**config.mk**
```make
export PLATFORM = sky130hd
export DESIGN_NAME = core6809
export DESIGN_NICKNAME = d
export VERILOG_FILES = /design/src/cpu6809_pkg.sv /design/src/accumulator_alu.sv /design/src/core6809.sv /design/src/fetch_sequencer.sv /design/src/load_store_unit.sv /design/src/program_counter.sv
export SDC_FILE = /design/constraint.sdc
export NUM_CORES = 1
export LEC_CHECK = 0
export ABC_AREA = 1
export BUFFER_PORTS_ARGS = -buffer_cell sky130_fd_sc_hd__buf_2
export CELL_PAD_IN_SITES_DETAIL_PLACEMENT = 1
export CELL_PAD_IN_SITES_GLOBAL_PLACEMENT = 1
export CORE_MARGIN = 4
export CORE_UTILIZATION = 49
export DETAILED_ROUTE_END_ITERATION = 8
export GPL_TIMING_DRIVEN = 0
export MAX_ROUTING_LAYER = met4
export PLACE_DENSITY_LB_ADDON = 0.1
export REMOVE_ABC_BUFFERS = 1
export SLEW_MARGIN = 30
export SYNTH_ARGS = -nofsm -noshare
export SYNTH_HDL_FRONTEND = slang
export SYNTH_SLANG_ARGS = --single-unit
```
**constraint.sdc**
```tcl
create_clock -name clk -period 7.85 [get_ports clk]
set_input_delay 1.57 -clock clk [delete_from_list [all_inputs] [get_ports clk]]
set_output_delay 1.57 -clock clk [all_outputs]
set_load 0.1 [all_outputs]
```
**src/cpu6809_pkg.sv**
```systemverilog
/* Widths, opcode and state encodings and reset constants shared by the core
   units and the testbench; import with cpu6809_pkg::* in the module header */
`default_nettype none

package cpu6809_pkg;

  // --------------------------------------------------------------------------
  // Bus widths
  // --------------------------------------------------------------------------
  localparam int addr_w = 16;
  localparam int data_w = 8;

  // Big-endian start vector, high byte here and low byte at the next address
  localparam logic [addr_w-1:0] reset_vector_addr = 16'hfffe;

  // E, F and I set out of reset, arithmetic flags clear
  localparam logic [data_w-1:0] cc_reset = 8'b1101_0000;

  // CC bit offsets
  localparam int cc_c = 0;  // Carry
  localparam int cc_v = 1;  // Overflow
  localparam int cc_z = 2;  // Zero
  localparam int cc_n = 3;  // Negative
  localparam int cc_h = 5;  // Half carry

  // --------------------------------------------------------------------------
  // Opcodes kept in this core, encoded as on the bus
  // --------------------------------------------------------------------------
  typedef enum logic [data_w-1:0] {
    // Inherent, A then B
    op_clra    = 8'h4f,
    op_clrb    = 8'h5f,
    op_inca    = 8'h4c,
    op_incb    = 8'h5c,
    op_asla    = 8'h48,
    op_aslb    = 8'h58,
    op_rola    = 8'h49,
    op_rolb    = 8'h59,
    op_asra    = 8'h47,
    op_asrb    = 8'h57,
    op_lsra    = 8'h44,
    op_lsrb    = 8'h54,
    op_rora    = 8'h46,
    op_rorb    = 8'h56,
    op_coma    = 8'h43,
    op_comb    = 8'h53,
    // Immediate loads
    op_lda     = 8'h86,
    op_ldb     = 8'hc6,
    op_ldd     = 8'hcc,
    // Extended stores
    op_sta     = 8'hb7,
    op_stb     = 8'hf7,
    // Short branches on carry
    op_bcs     = 8'h25,
    op_bcc     = 8'h24,
    // Anything else runs as a one-byte NOP
    op_illegal = 8'h01
  } opcode_e;

  // Fetch sequencer: bus wait, opcode, first and second following byte
  typedef enum logic [1:0] {fetch_wait, fetch_ir, fetch_b1, fetch_b2} fetch_state_e;

  // Load/store unit: vector high byte, vector low byte, idle, write
  typedef enum logic [1:0] {lsu_vec_hi, lsu_vec_lo, lsu_idle, lsu_store} lsu_state_e;

endpackage

`default_nettype wire

```
**src/accumulator_alu.sv**
```systemverilog
/* 8-bit ALU with N, Z, V and C flag logic and the A, B and CC registers;
   applies one operation on each exec_strobe from the fetch sequencer */
`timescale 1ns/1ps
`default_nettype none

module accumulator_alu
  import cpu6809_pkg::*;
(
  input  logic              clk,
  input  logic              reset_b,
  input  logic              exec_strobe,
  input  opcode_e           opcode,
  input  logic [data_w-1:0] operand_hi,
  input  logic [data_w-1:0] operand_lo,
  output logic [data_w-1:0] a_q,
  output logic [data_w-1:0] b_q,
  output logic              cc_c
);

  logic [data_w-1:0] cc_q;
  logic [data_w-1:0] cc_nxt;
  logic              carry_in;
  logic              grp_a;       // Inherent op on A
  logic              grp_b;       // Inherent op on B
  logic [data_w-1:0] src;
  logic [data_w:0]   inc_sum;
  logic [data_w-1:0] res;
  logic              res_c;
  logic              res_v;
  logic              res_z;
  logic              is_shift;
  logic              wr_a;
  logic              wr_b;
  logic              wr_cc;

  // Port name hides the package offset here
  assign carry_in = cc_q[cpu6809_pkg::cc_c];
  assign cc_c     = carry_in;

  // --------------------------------------------------------------------------
  // Source select
  // --------------------------------------------------------------------------
  assign grp_a = opcode inside {op_clra, op_inca, op_asla, op_rola,
                                op_asra, op_lsra, op_rora, op_coma};
  assign grp_b = opcode inside {op_clrb, op_incb, op_aslb, op_rolb,
                                op_asrb, op_lsrb, op_rorb, op_comb};

  assign src     = grp_b ? b_q : a_q;
  assign inc_sum = src + 1'b1;

  // --------------------------------------------------------------------------
  // Result and flags
  // --------------------------------------------------------------------------
  always_comb begin
    res      = src;
    res_c    = carry_in;
    res_v    = 1'b0;
    is_shift = 1'b0;
    wr_cc    = 1'b1;
    case (opcode)
      op_clra, op_clrb: begin
        res   = '0;
        res_c = 1'b0;
      end
      op_inca, op_incb: begin
        res   = inc_sum[data_w-1:0];
        res_c = inc_sum[data_w];
        res_v = (src == 8'h7f);   // Only 7F to 80 overflows
      end
      op_asla, op_aslb: begin
        res      = {src[data_w-2:0], 1'b0};
        res_c    = src[data_w-1];
        is_shift = 1'b1;
      end
      op_rola, op_rolb: begin
        res      = {src[data_w-2:0], carry_in};
        res_c    = src[data_w-1];
        is_shift = 1'b1;
      end
      op_asra, op_asrb: begin
        res      = {src[data_w-1], src[data_w-1:1]};
        res_c    = src[0];
        is_shift = 1'b1;
      end
      op_lsra, op_lsrb: begin
        res      = {1'b0, src[data_w-1:1]};
        res_c    = src[0];
        is_shift = 1'b1;
      end
      op_rora, op_rorb: begin
        res      = {carry_in, src[data_w-1:1]};
        res_c    = src[0];
        is_shift = 1'b1;
      end
      op_coma, op_comb: begin
        res   = ~src;
        res_c = 1'b1;
      end
      // Loads pass the operand through, carry held
      op_lda, op_ldb, op_ldd: res = operand_hi;
      // Stores, branches and illegal leave CC alone
      default: wr_cc = 1'b0;
    endcase
    if (is_shift) begin
      res_v = res[data_w-1] ^ res_c;
    end
  end

  // LDD tests the whole 16-bit value for zero
  assign res_z = (opcode == op_ldd) ? ~|{operand_hi, operand_lo} : ~|res;

  always_comb begin
    cc_nxt       = cc_q;
    cc_nxt[cc_n] = res[data_w-1];
    cc_nxt[cc_z] = res_z;
    cc_nxt[cc_v] = res_v;
    cc_nxt[cpu6809_pkg::cc_c] = res_c;
    // Half carry is not defined by any op here
    cc_nxt[cc_h] = cc_q[cc_h];
  end

  assign wr_a = grp_a || (opcode inside {op_lda, op_ldd});
  assign wr_b = grp_b || (opcode inside {op_ldb, op_ldd});

  // --------------------------------------------------------------------------
  // Register file
  // --------------------------------------------------------------------------
  always_ff @(posedge clk or negedge reset_b) begin
    if (!reset_b) begin
      a_q  <= '0;
      b_q  <= '0;
      cc_q <= cc_reset;
    end else if (exec_strobe) begin
      if (wr_a) a_q <= res;
      if (wr_b) b_q <= (opcode == op_ldd) ? operand_lo : res;
      if (wr_cc) cc_q <= cc_nxt;
    end
  end

endmodule

`default_nettype wire

```
**src/core6809.sv**
```systemverilog
/* Top of the 6809-style core slice; connects fetch, program counter, ALU
   and load/store unit to a combinational byte-wide memory bus */
`timescale 1ns/1ps
`default_nettype none

module core6809
  import cpu6809_pkg::*;
(
  input  logic              clk,
  input  logic              reset_b,
  input  logic [data_w-1:0] data_in,
  output logic [addr_w-1:0] addr,
  output logic              data_rw_n,
  output logic [data_w-1:0] data_out
);

  // Fetch to the other units
  logic              pc_inc;
  logic              branch_taken;
  logic [data_w-1:0] offset;
  logic              exec_strobe;
  opcode_e           opcode;
  logic [data_w-1:0] operand_hi;
  logic [data_w-1:0] operand_lo;
  logic              store_req;
  logic [addr_w-1:0] store_addr;
  logic              store_sel;

  // Registers and bus ownership
  logic [addr_w-1:0] pc;
  logic [data_w-1:0] a_q;
  logic [data_w-1:0] b_q;
  logic              cc_c;
  logic              lsu_busy;
  logic [addr_w-1:0] lsu_addr;
  logic              vec_load;
  logic [addr_w-1:0] vec_value;

  // --------------------------------------------------------------------------
  // Units
  // --------------------------------------------------------------------------
  fetch_sequencer fetch_sequencer_inst (
    .clk, .reset_b, .data_in, .lsu_busy, .cc_c,
    .pc_inc, .branch_taken, .offset,
    .exec_strobe, .opcode, .operand_hi, .operand_lo,
    .store_req, .store_addr, .store_sel
  );

  program_counter program_counter_inst (
    .clk, .reset_b, .pc_inc, .branch_taken, .offset, .vec_load, .vec_value, .pc
  );

  accumulator_alu accumulator_alu_inst (
    .clk, .reset_b, .exec_strobe, .opcode, .operand_hi, .operand_lo,
    .a_q, .b_q, .cc_c
  );

  load_store_unit #(
    .reset_vector_addr_p (reset_vector_addr)
  ) load_store_unit_inst (
    .clk, .reset_b, .data_in, .store_req, .store_addr, .store_sel, .a_q, .b_q,
    .lsu_busy, .lsu_addr, .data_rw_n, .data_out, .vec_load, .vec_value
  );

  // Instruction fetch owns the bus unless the LSU is busy
  assign addr = lsu_busy ? lsu_addr : pc;

endmodule

`default_nettype wire

```
**src/fetch_sequencer.sv**
```systemverilog
/* Instruction fetch FSM, one byte per cycle; issues execute, branch and
   store requests once the last byte of an instruction is on the bus */
`timescale 1ns/1ps
`default_nettype none

module fetch_sequencer
  import cpu6809_pkg::*;
(
  input  logic              clk,
  input  logic              reset_b,
  input  logic [data_w-1:0] data_in,
  input  logic              lsu_busy,
  input  logic              cc_c,
  output logic              pc_inc,
  output logic              branch_taken,
  output logic [data_w-1:0] offset,
  output logic              exec_strobe,
  output opcode_e           opcode,
  output logic [data_w-1:0] operand_hi,
  output logic [data_w-1:0] operand_lo,
  output logic              store_req,
  output logic [addr_w-1:0] store_addr,
  output logic              store_sel
);

  fetch_state_e      state_q;
  fetch_state_e      state_nxt;
  opcode_e           op_dec;     // Opcode byte on the bus, decoded
  opcode_e           op_q;       // Opcode of the instruction in progress
  logic [data_w-1:0] b1_q;       // First following byte
  logic [1:0]        op_len;     // Bytes after the opcode
  logic              issue;

  // --------------------------------------------------------------------------
  // Decode and addressing mode
  // --------------------------------------------------------------------------
  always_comb begin
    case (data_in)
      op_clra, op_clrb, op_inca, op_incb, op_asla, op_aslb, op_rola, op_rolb,
      op_asra, op_asrb, op_lsra, op_lsrb, op_rora, op_rorb, op_coma, op_comb,
      op_lda, op_ldb, op_ldd, op_sta, op_stb, op_bcs, op_bcc:
        op_dec = opcode_e'(data_in);
      default:
        op_dec = op_illegal;
    endcase
    // Immediate 8-bit and branch take one byte, LDD and extended two
    case (op_dec)
      op_lda, op_ldb, op_bcs, op_bcc: op_len = 2'd1;
      op_ldd, op_sta, op_stb:         op_len = 2'd2;
      default:                        op_len = 2'd0;
    endcase
  end

  always_comb begin
    case (state_q)
      fetch_wait: state_nxt = lsu_busy ? fetch_wait : fetch_ir;
      fetch_ir:   state_nxt = (op_len == 2'd0) ? fetch_ir : fetch_b1;
      fetch_b1:   state_nxt = (op_q inside {op_ldd, op_sta, op_stb}) ? fetch_b2 : fetch_ir;
      // Stores hand the bus to the LSU
      default:    state_nxt = store_req ? fetch_wait : fetch_ir;
    endcase
  end

  // Execute goes out on the last byte of inherent and load instructions
  assign issue = ((state_q == fetch_ir) && (op_len == 2'd0)) ||
                 ((state_q == fetch_b1) && (op_q inside {op_lda, op_ldb})) ||
                 ((state_q == fetch_b2) && (op_q == op_ldd));

  always_ff @(posedge clk or negedge reset_b) begin
    if (!reset_b) begin
      state_q     <= fetch_wait;
      exec_strobe <= 1'b0;
      opcode      <= op_illegal;
    end else begin
      state_q     <= state_nxt;
      exec_strobe <= issue;
      if (issue) begin
        opcode <= (state_q == fetch_ir) ? op_dec : op_q;
      end
    end
  end

  // Instruction bytes
  always_ff @(posedge clk) begin
    if (state_q == fetch_ir) begin
      op_q <= op_dec;
    end
    if (state_q == fetch_b1) begin
      b1_q <= data_in;
    end
    // LDD takes its high byte from b1, 8-bit loads straight off the bus
    if (issue && state_q == fetch_b1) begin
      operand_hi <= data_in;
    end
    if (issue && state_q == fetch_b2) begin
      operand_hi <= b1_q;
      operand_lo <= data_in;
    end
  end

  // --------------------------------------------------------------------------
  // Bus-side requests, all combinational
  // --------------------------------------------------------------------------
  assign pc_inc       = (state_q != fetch_wait);
  assign offset       = data_in;
  assign branch_taken = (state_q == fetch_b1) &&
                        (((op_q == op_bcs) && cc_c) || ((op_q == op_bcc) && !cc_c));
  assign store_req    = (state_q == fetch_b2) && (op_q inside {op_sta, op_stb});
  assign store_addr   = {b1_q, data_in};
  assign store_sel    = (op_q == op_stb);

endmodule

`default_nettype wire

```
**src/load_store_unit.sv**
```systemverilog
/* Data-side bus master; reads the reset vector after reset and performs
   single-byte writes of A or B for the extended stores */
`timescale 1ns/1ps
`default_nettype none

module load_store_unit
  import cpu6809_pkg::*;
#(
  parameter logic [addr_w-1:0] reset_vector_addr_p = reset_vector_addr
) (
  input  logic              clk,
  input  logic              reset_b,
  input  logic [data_w-1:0] data_in,
  input  logic              store_req,
  input  logic [addr_w-1:0] store_addr,
  input  logic              store_sel,
  input  logic [data_w-1:0] a_q,
  input  logic [data_w-1:0] b_q,
  output logic              lsu_busy,
  output logic [addr_w-1:0] lsu_addr,
  output logic              data_rw_n,
  output logic [data_w-1:0] data_out,
  output logic              vec_load,
  output logic [addr_w-1:0] vec_value
);

  lsu_state_e        state_q;
  lsu_state_e        state_nxt;
  logic [data_w-1:0] vec_hi_q;      // Staged high byte of the vector
  logic [addr_w-1:0] store_addr_q;
  logic              store_sel_q;   // 1 selects B

  // --------------------------------------------------------------------------
  // FSM
  // --------------------------------------------------------------------------
  always_comb begin
    case (state_q)
      lsu_vec_hi: state_nxt = lsu_vec_lo;
      lsu_vec_lo: state_nxt = lsu_idle;
      lsu_idle:   state_nxt = store_req ? lsu_store : lsu_idle;
      default:    state_nxt = lsu_idle;   // Single write cycle
    endcase
  end

  // Vector read starts straight out of reset
  always_ff @(posedge clk or negedge reset_b) begin
    if (!reset_b) begin
      state_q <= lsu_vec_hi;
    end else begin
      state_q <= state_nxt;
    end
  end

  always_ff @(posedge clk) begin
    if (state_q == lsu_vec_hi) begin
      vec_hi_q <= data_in;
    end
    if (store_req) begin
      store_addr_q <= store_addr;
      store_sel_q  <= store_sel;
    end
  end

  // --------------------------------------------------------------------------
  // Bus drive
  // --------------------------------------------------------------------------
  always_comb begin
    case (state_q)
      lsu_vec_hi: lsu_addr = reset_vector_addr_p;
      lsu_vec_lo: lsu_addr = reset_vector_addr_p + 1'b1;
      default:    lsu_addr = store_addr_q;
    endcase
  end

  assign lsu_busy  = (state_q != lsu_idle);
  assign data_rw_n = (state_q != lsu_store);
  assign data_out  = (state_q == lsu_store) ? (store_sel_q ? b_q : a_q) : '0;

  // Low byte comes straight off the bus
  assign vec_load  = (state_q == lsu_vec_lo);
  assign vec_value = {vec_hi_q, data_in};

endmodule

`default_nettype wire

```
**src/program_counter.sv**
```systemverilog
/* 16-bit program counter; loads the reset vector, steps on each fetched
   byte and adds the sign-extended offset on a taken branch */
`timescale 1ns/1ps
`default_nettype none

module program_counter
  import cpu6809_pkg::*;
(
  input  logic              clk,
  input  logic              reset_b,
  input  logic              pc_inc,
  input  logic              branch_taken,
  input  logic [data_w-1:0] offset,
  input  logic              vec_load,
  input  logic [addr_w-1:0] vec_value,
  output logic [addr_w-1:0] pc
);

  logic [addr_w-1:0] pc_plus1;
  logic [addr_w-1:0] offset_sext;

  // Address of the next byte
  assign pc_plus1 = pc + 1'b1;

  // Short branch reach is -128 to +127 from the following instruction
  assign offset_sext = {{(addr_w - data_w){offset[data_w-1]}}, offset};

  // --------------------------------------------------------------------------
  // Counter update
  // --------------------------------------------------------------------------
  always_ff @(posedge clk or negedge reset_b) begin
    if (!reset_b) begin
      pc <= '0;
    end else if (vec_load) begin
      pc <= vec_value;
    end else if (branch_taken) begin
      // Offset byte is consumed in the same cycle
      pc <= pc_plus1 + offset_sext;
    end else if (pc_inc) begin
      pc <= pc_plus1;
    end
  end

endmodule

`default_nettype wire
```
==> key figures <==
Run status
  • Outcome: complete, no violations

Synthesis
  • Commonest cells in the netlist: nand2_1 (209), inv_1 (124), nor2_1 (88)
  • Flops & latches, synth: 103
  • Predominant post-synthesis flop cell: edfxtp_1
  • Most common cell in the synthesized netlist: nand2_1
  • Number of synthesis warnings: 0
  • Post-synth EDFFs: 49
  • Ranking of synthesized cells by area: edfxtp_1 (22%), dfrtp_1 (17%), nand2_1 (12%)
  • Synth top area share: between 20 and 25%
  • Async SR Flop Fraction: between 40% and 50%
  • Register area share after synthesis: a little over two fifths
  • Avg Cell Area, Syn: about 7.4 sq um
  • Area leader, netlist: edfxtp_1
  • Distinct cells, synth: 51
  • Synth Cell Area: approximately 6500 sq um
  • Cells after synthesis: approximately 880

Routing
  • DRC viols: 0
  • Routed vias/inst: 5.79
  • DRT iter0 DRCs: 472
  • Drt total wl: 21,100 um
  • Pre-Repair DR Iteration Count: 5
  • Drt wl/cell: slightly below 20 um
  • Final ANT Viol Nets: 0
  • Vias: between 6,000 and 7,000

Clock tree
  • CTS Sinks: slightly above 100
  • Post CTS Setup Buffer Count: 0
  • H-Tree Depth: 3
  • Worst-path clk slew: about 0.070 ns
  • TritonCTS clock tree: done
  • Clk buf depth: 2
  • Worst skew pair latency: 0.35 ns
  • Root buffer cell: clkbuf_16
  • Num CTS Buffers: 9
  • Gates resized, CTS repair: 0
  • Hold_buf cts: 0

Global route
  • Total gr overflow: 0
  • Initial antenna violation count: 0
  • First-pass GRT wire length: around 34,000 um
  • Largest net degree at the start of global routing: between 40 and 50
  • GRT Total Usage: between 20 and 30%
  • Number of global-route vias before repair: 6,648

Setup path
  • Crit-path leading delay family: buffers and inverters
  • Critical path class: reg -> out
  • Slowest stage cell on the critical path: dfrtp_1
  • WP buf/inv: 2
  • Crit start category: flop
  • CP required: 6.28 ns
  • Critical Path Max Stage Delay: roughly 0.45 ns
  • Cell chain of the critical path: nand2_1 -> inv_1 -> o21ai_0 -> a21oi_1 -> buf_2
  • Crit path max fanout: 18
  • Crit end category: output port
  • Critical path arrival: between 2 and 2.5 ns

Floorplanning
  • Core area: approximately 13,000 sq um
  • Die width: roughly 120 um
  • Number of I/O pins: 35
  • DIE HEIGHT: around 120 um
  • Die area: about 15,000 sq um
  • # rows: 41
  • Initial core utilization: roughly half

STA
  • Fmax: approximately 0.26 GHz
  • Fin Setup TNS: 0 ns
  • Final setup vio count: 0
  • Minimum clock period: between 3 and 4 ns
  • Final Skew: 0.00994 ns
  • Tcrit/Tclk final: 49.6%
  • Slew @ Worst Pin: around 0.91 ns
  • Final setup margin: 3.95 ns
  • RSZ-0062 raised after global routing: no
  • Final hold violations: 0
  • Max Transition Viols Final: 0
  • Slew HR: about two fifths

Power and ir drop
  • Final Power: between 2 and 2.5 mW
  • Power density over cell area: approximately 320 nW/um^2
  • Peak VDD IR: approximately 0.5 mV
  • Pleak: roughly 3.2 nW

Final layout
  • Util after Layout: between 50 and 60%
  • Final std cells w/o fill: 1,083
  • Layout cells sized above 1: under 10%
  • Diode count: 0
  • Final net count: just over 900
  • Area Growth Syn to Fin: 9.44%

Min path
  • Hold crit path type: reg -> reg

Placed design
  • Place WS: between 4 and 5 ns
  • DP HPWL: ~16,000 um
  • Placed cells: around 1,100
  • Port Buffer Count: 34
  • Gp weighted congestion: 0.928

Flow run
  • Max-Cap Viols: 0
final timing paths:
| path | endpoint | slack [ns] | depth (start not counted) | start |
|---|---|---|---|---|
| setup / recovery | data_out[6] | 3.95 | 5 | load_store_unit_inst.state_q[0]$_DFF_PN0_ |
| hold / removal | load_store_unit_inst.store_addr_q[12]$_DFFE_PP_ | 0.46 | 0 | fetch_sequencer_inst.b1_q[4]$_DFFE_PP_ |
| setup reg to reg | program_counter_inst.pc[14]$_DFFE_PN0P_ | 4.12 | 22 | program_counter_inst.pc[0]$_DFFE_PN0P_ |
| hold reg to reg | load_store_unit_inst.store_addr_q[12]$_DFFE_PP_ | 0.46 | 0 | fetch_sequencer_inst.b1_q[4]$_DFFE_PP_ |
| max in group asynchronous | program_counter_inst.pc[5]$_DFFE_PN0P_ | 6.13 | 1 | reset_b |
| min in group asynchronous | accumulator_alu_inst.b_q[5]$_DFFE_PN0P_ | 1.26 | 1 | reset_b |
layout by cell type, fill, tap and decap left out, drive strengths merged, types with 2 or more instances in the layout:
cell type    n
nand4       12
and2         3
clkbuf      12
xor2         9
o21ai       91
a31oi        4
o2111ai      2
dfrtp       45
buf         35
o21bai       4
nor4         5
o221ai       9
edfxtp      49
nand3       63
nand2      216
a21oi       60
clkinv       2
nor3        15
o22ai        5
a31o         2
or2          4
o2bb2ai      2
o211ai       5
ha          17
o31ai        2
nor2        93
dfxtp        8
inv        128
logic make-up (layout without fill, tap and decap cells):
group	count (synthesis)	in the layout	synth area share [%]
and+or+nand+nor	411	411	27.2
buffers and inverters	145	177	8.54
AOI/OAI and AO/OA	192	192	16.8
adders and majority gates	18	18	3.55
xor gates and xnor gates	10	10	1.34
DFF	103	103	42.5
per-stage QoR:
stage | area (sq um) | hold WS (ns)
2_1_floorplan | 6460 | 0.427
3_3_place_gp | 6850 | 0.440
3_5_place_dp | 6870 | 0.452
4_1_cts | 7160 | 0.467
5_1_grt | 7170 | 0.477
6_report | 7170 | 0.457
power breakdown:
group / internal [mW] / switching [mW]
registers: 0.643 / 0.0770
logic: 0.295 / 0.860
clock network: 0.244 / 0.198
total: 1.18 / 1.13
per-layer routing:
metal  GRT usage, %  wire length [um]  vias up
met5              -                 0        -
met4           7.40               301        0
met3           5.27              1010       30
met2           46.2              9820      166
met1           41.4              9980     3076
li1               -                 -     2998
sequential cells by signal, indices dropped and copies added (netlist names):
register,flops
fetch_sequencer_inst.state_q,2
load_store_unit_inst.store_sel_q,1
fetch_sequencer_inst.opcode,8
fetch_sequencer_inst.operand_lo,8
fetch_sequencer_inst.op_q,8
accumulator_alu_inst.cc_q,1
load_store_unit_inst.vec_hi_q,8
load_store_unit_inst.store_addr_q,16
fetch_sequencer_inst.exec_strobe,1
fetch_sequencer_inst.operand_hi,8
program_counter_inst.pc,16
fetch_sequencer_inst.b1_q,8
load_store_unit_inst.state_q,2
accumulator_alu_inst.b_q,8
accumulator_alu_inst.a_q,8
layout make-up:
cell class	instances	area (sq um)
Clock buffer	12	268
Tap cell	172	215
Inverter	126	473
Sequential cell	103	2780
Timing Repair Buffer	35	184
Clock inverter	4	25.0
Fill cell	1684	5660
Multi-Input combinational cell	631	3220
Note: power is estimated with default switching activity, not from simulation.
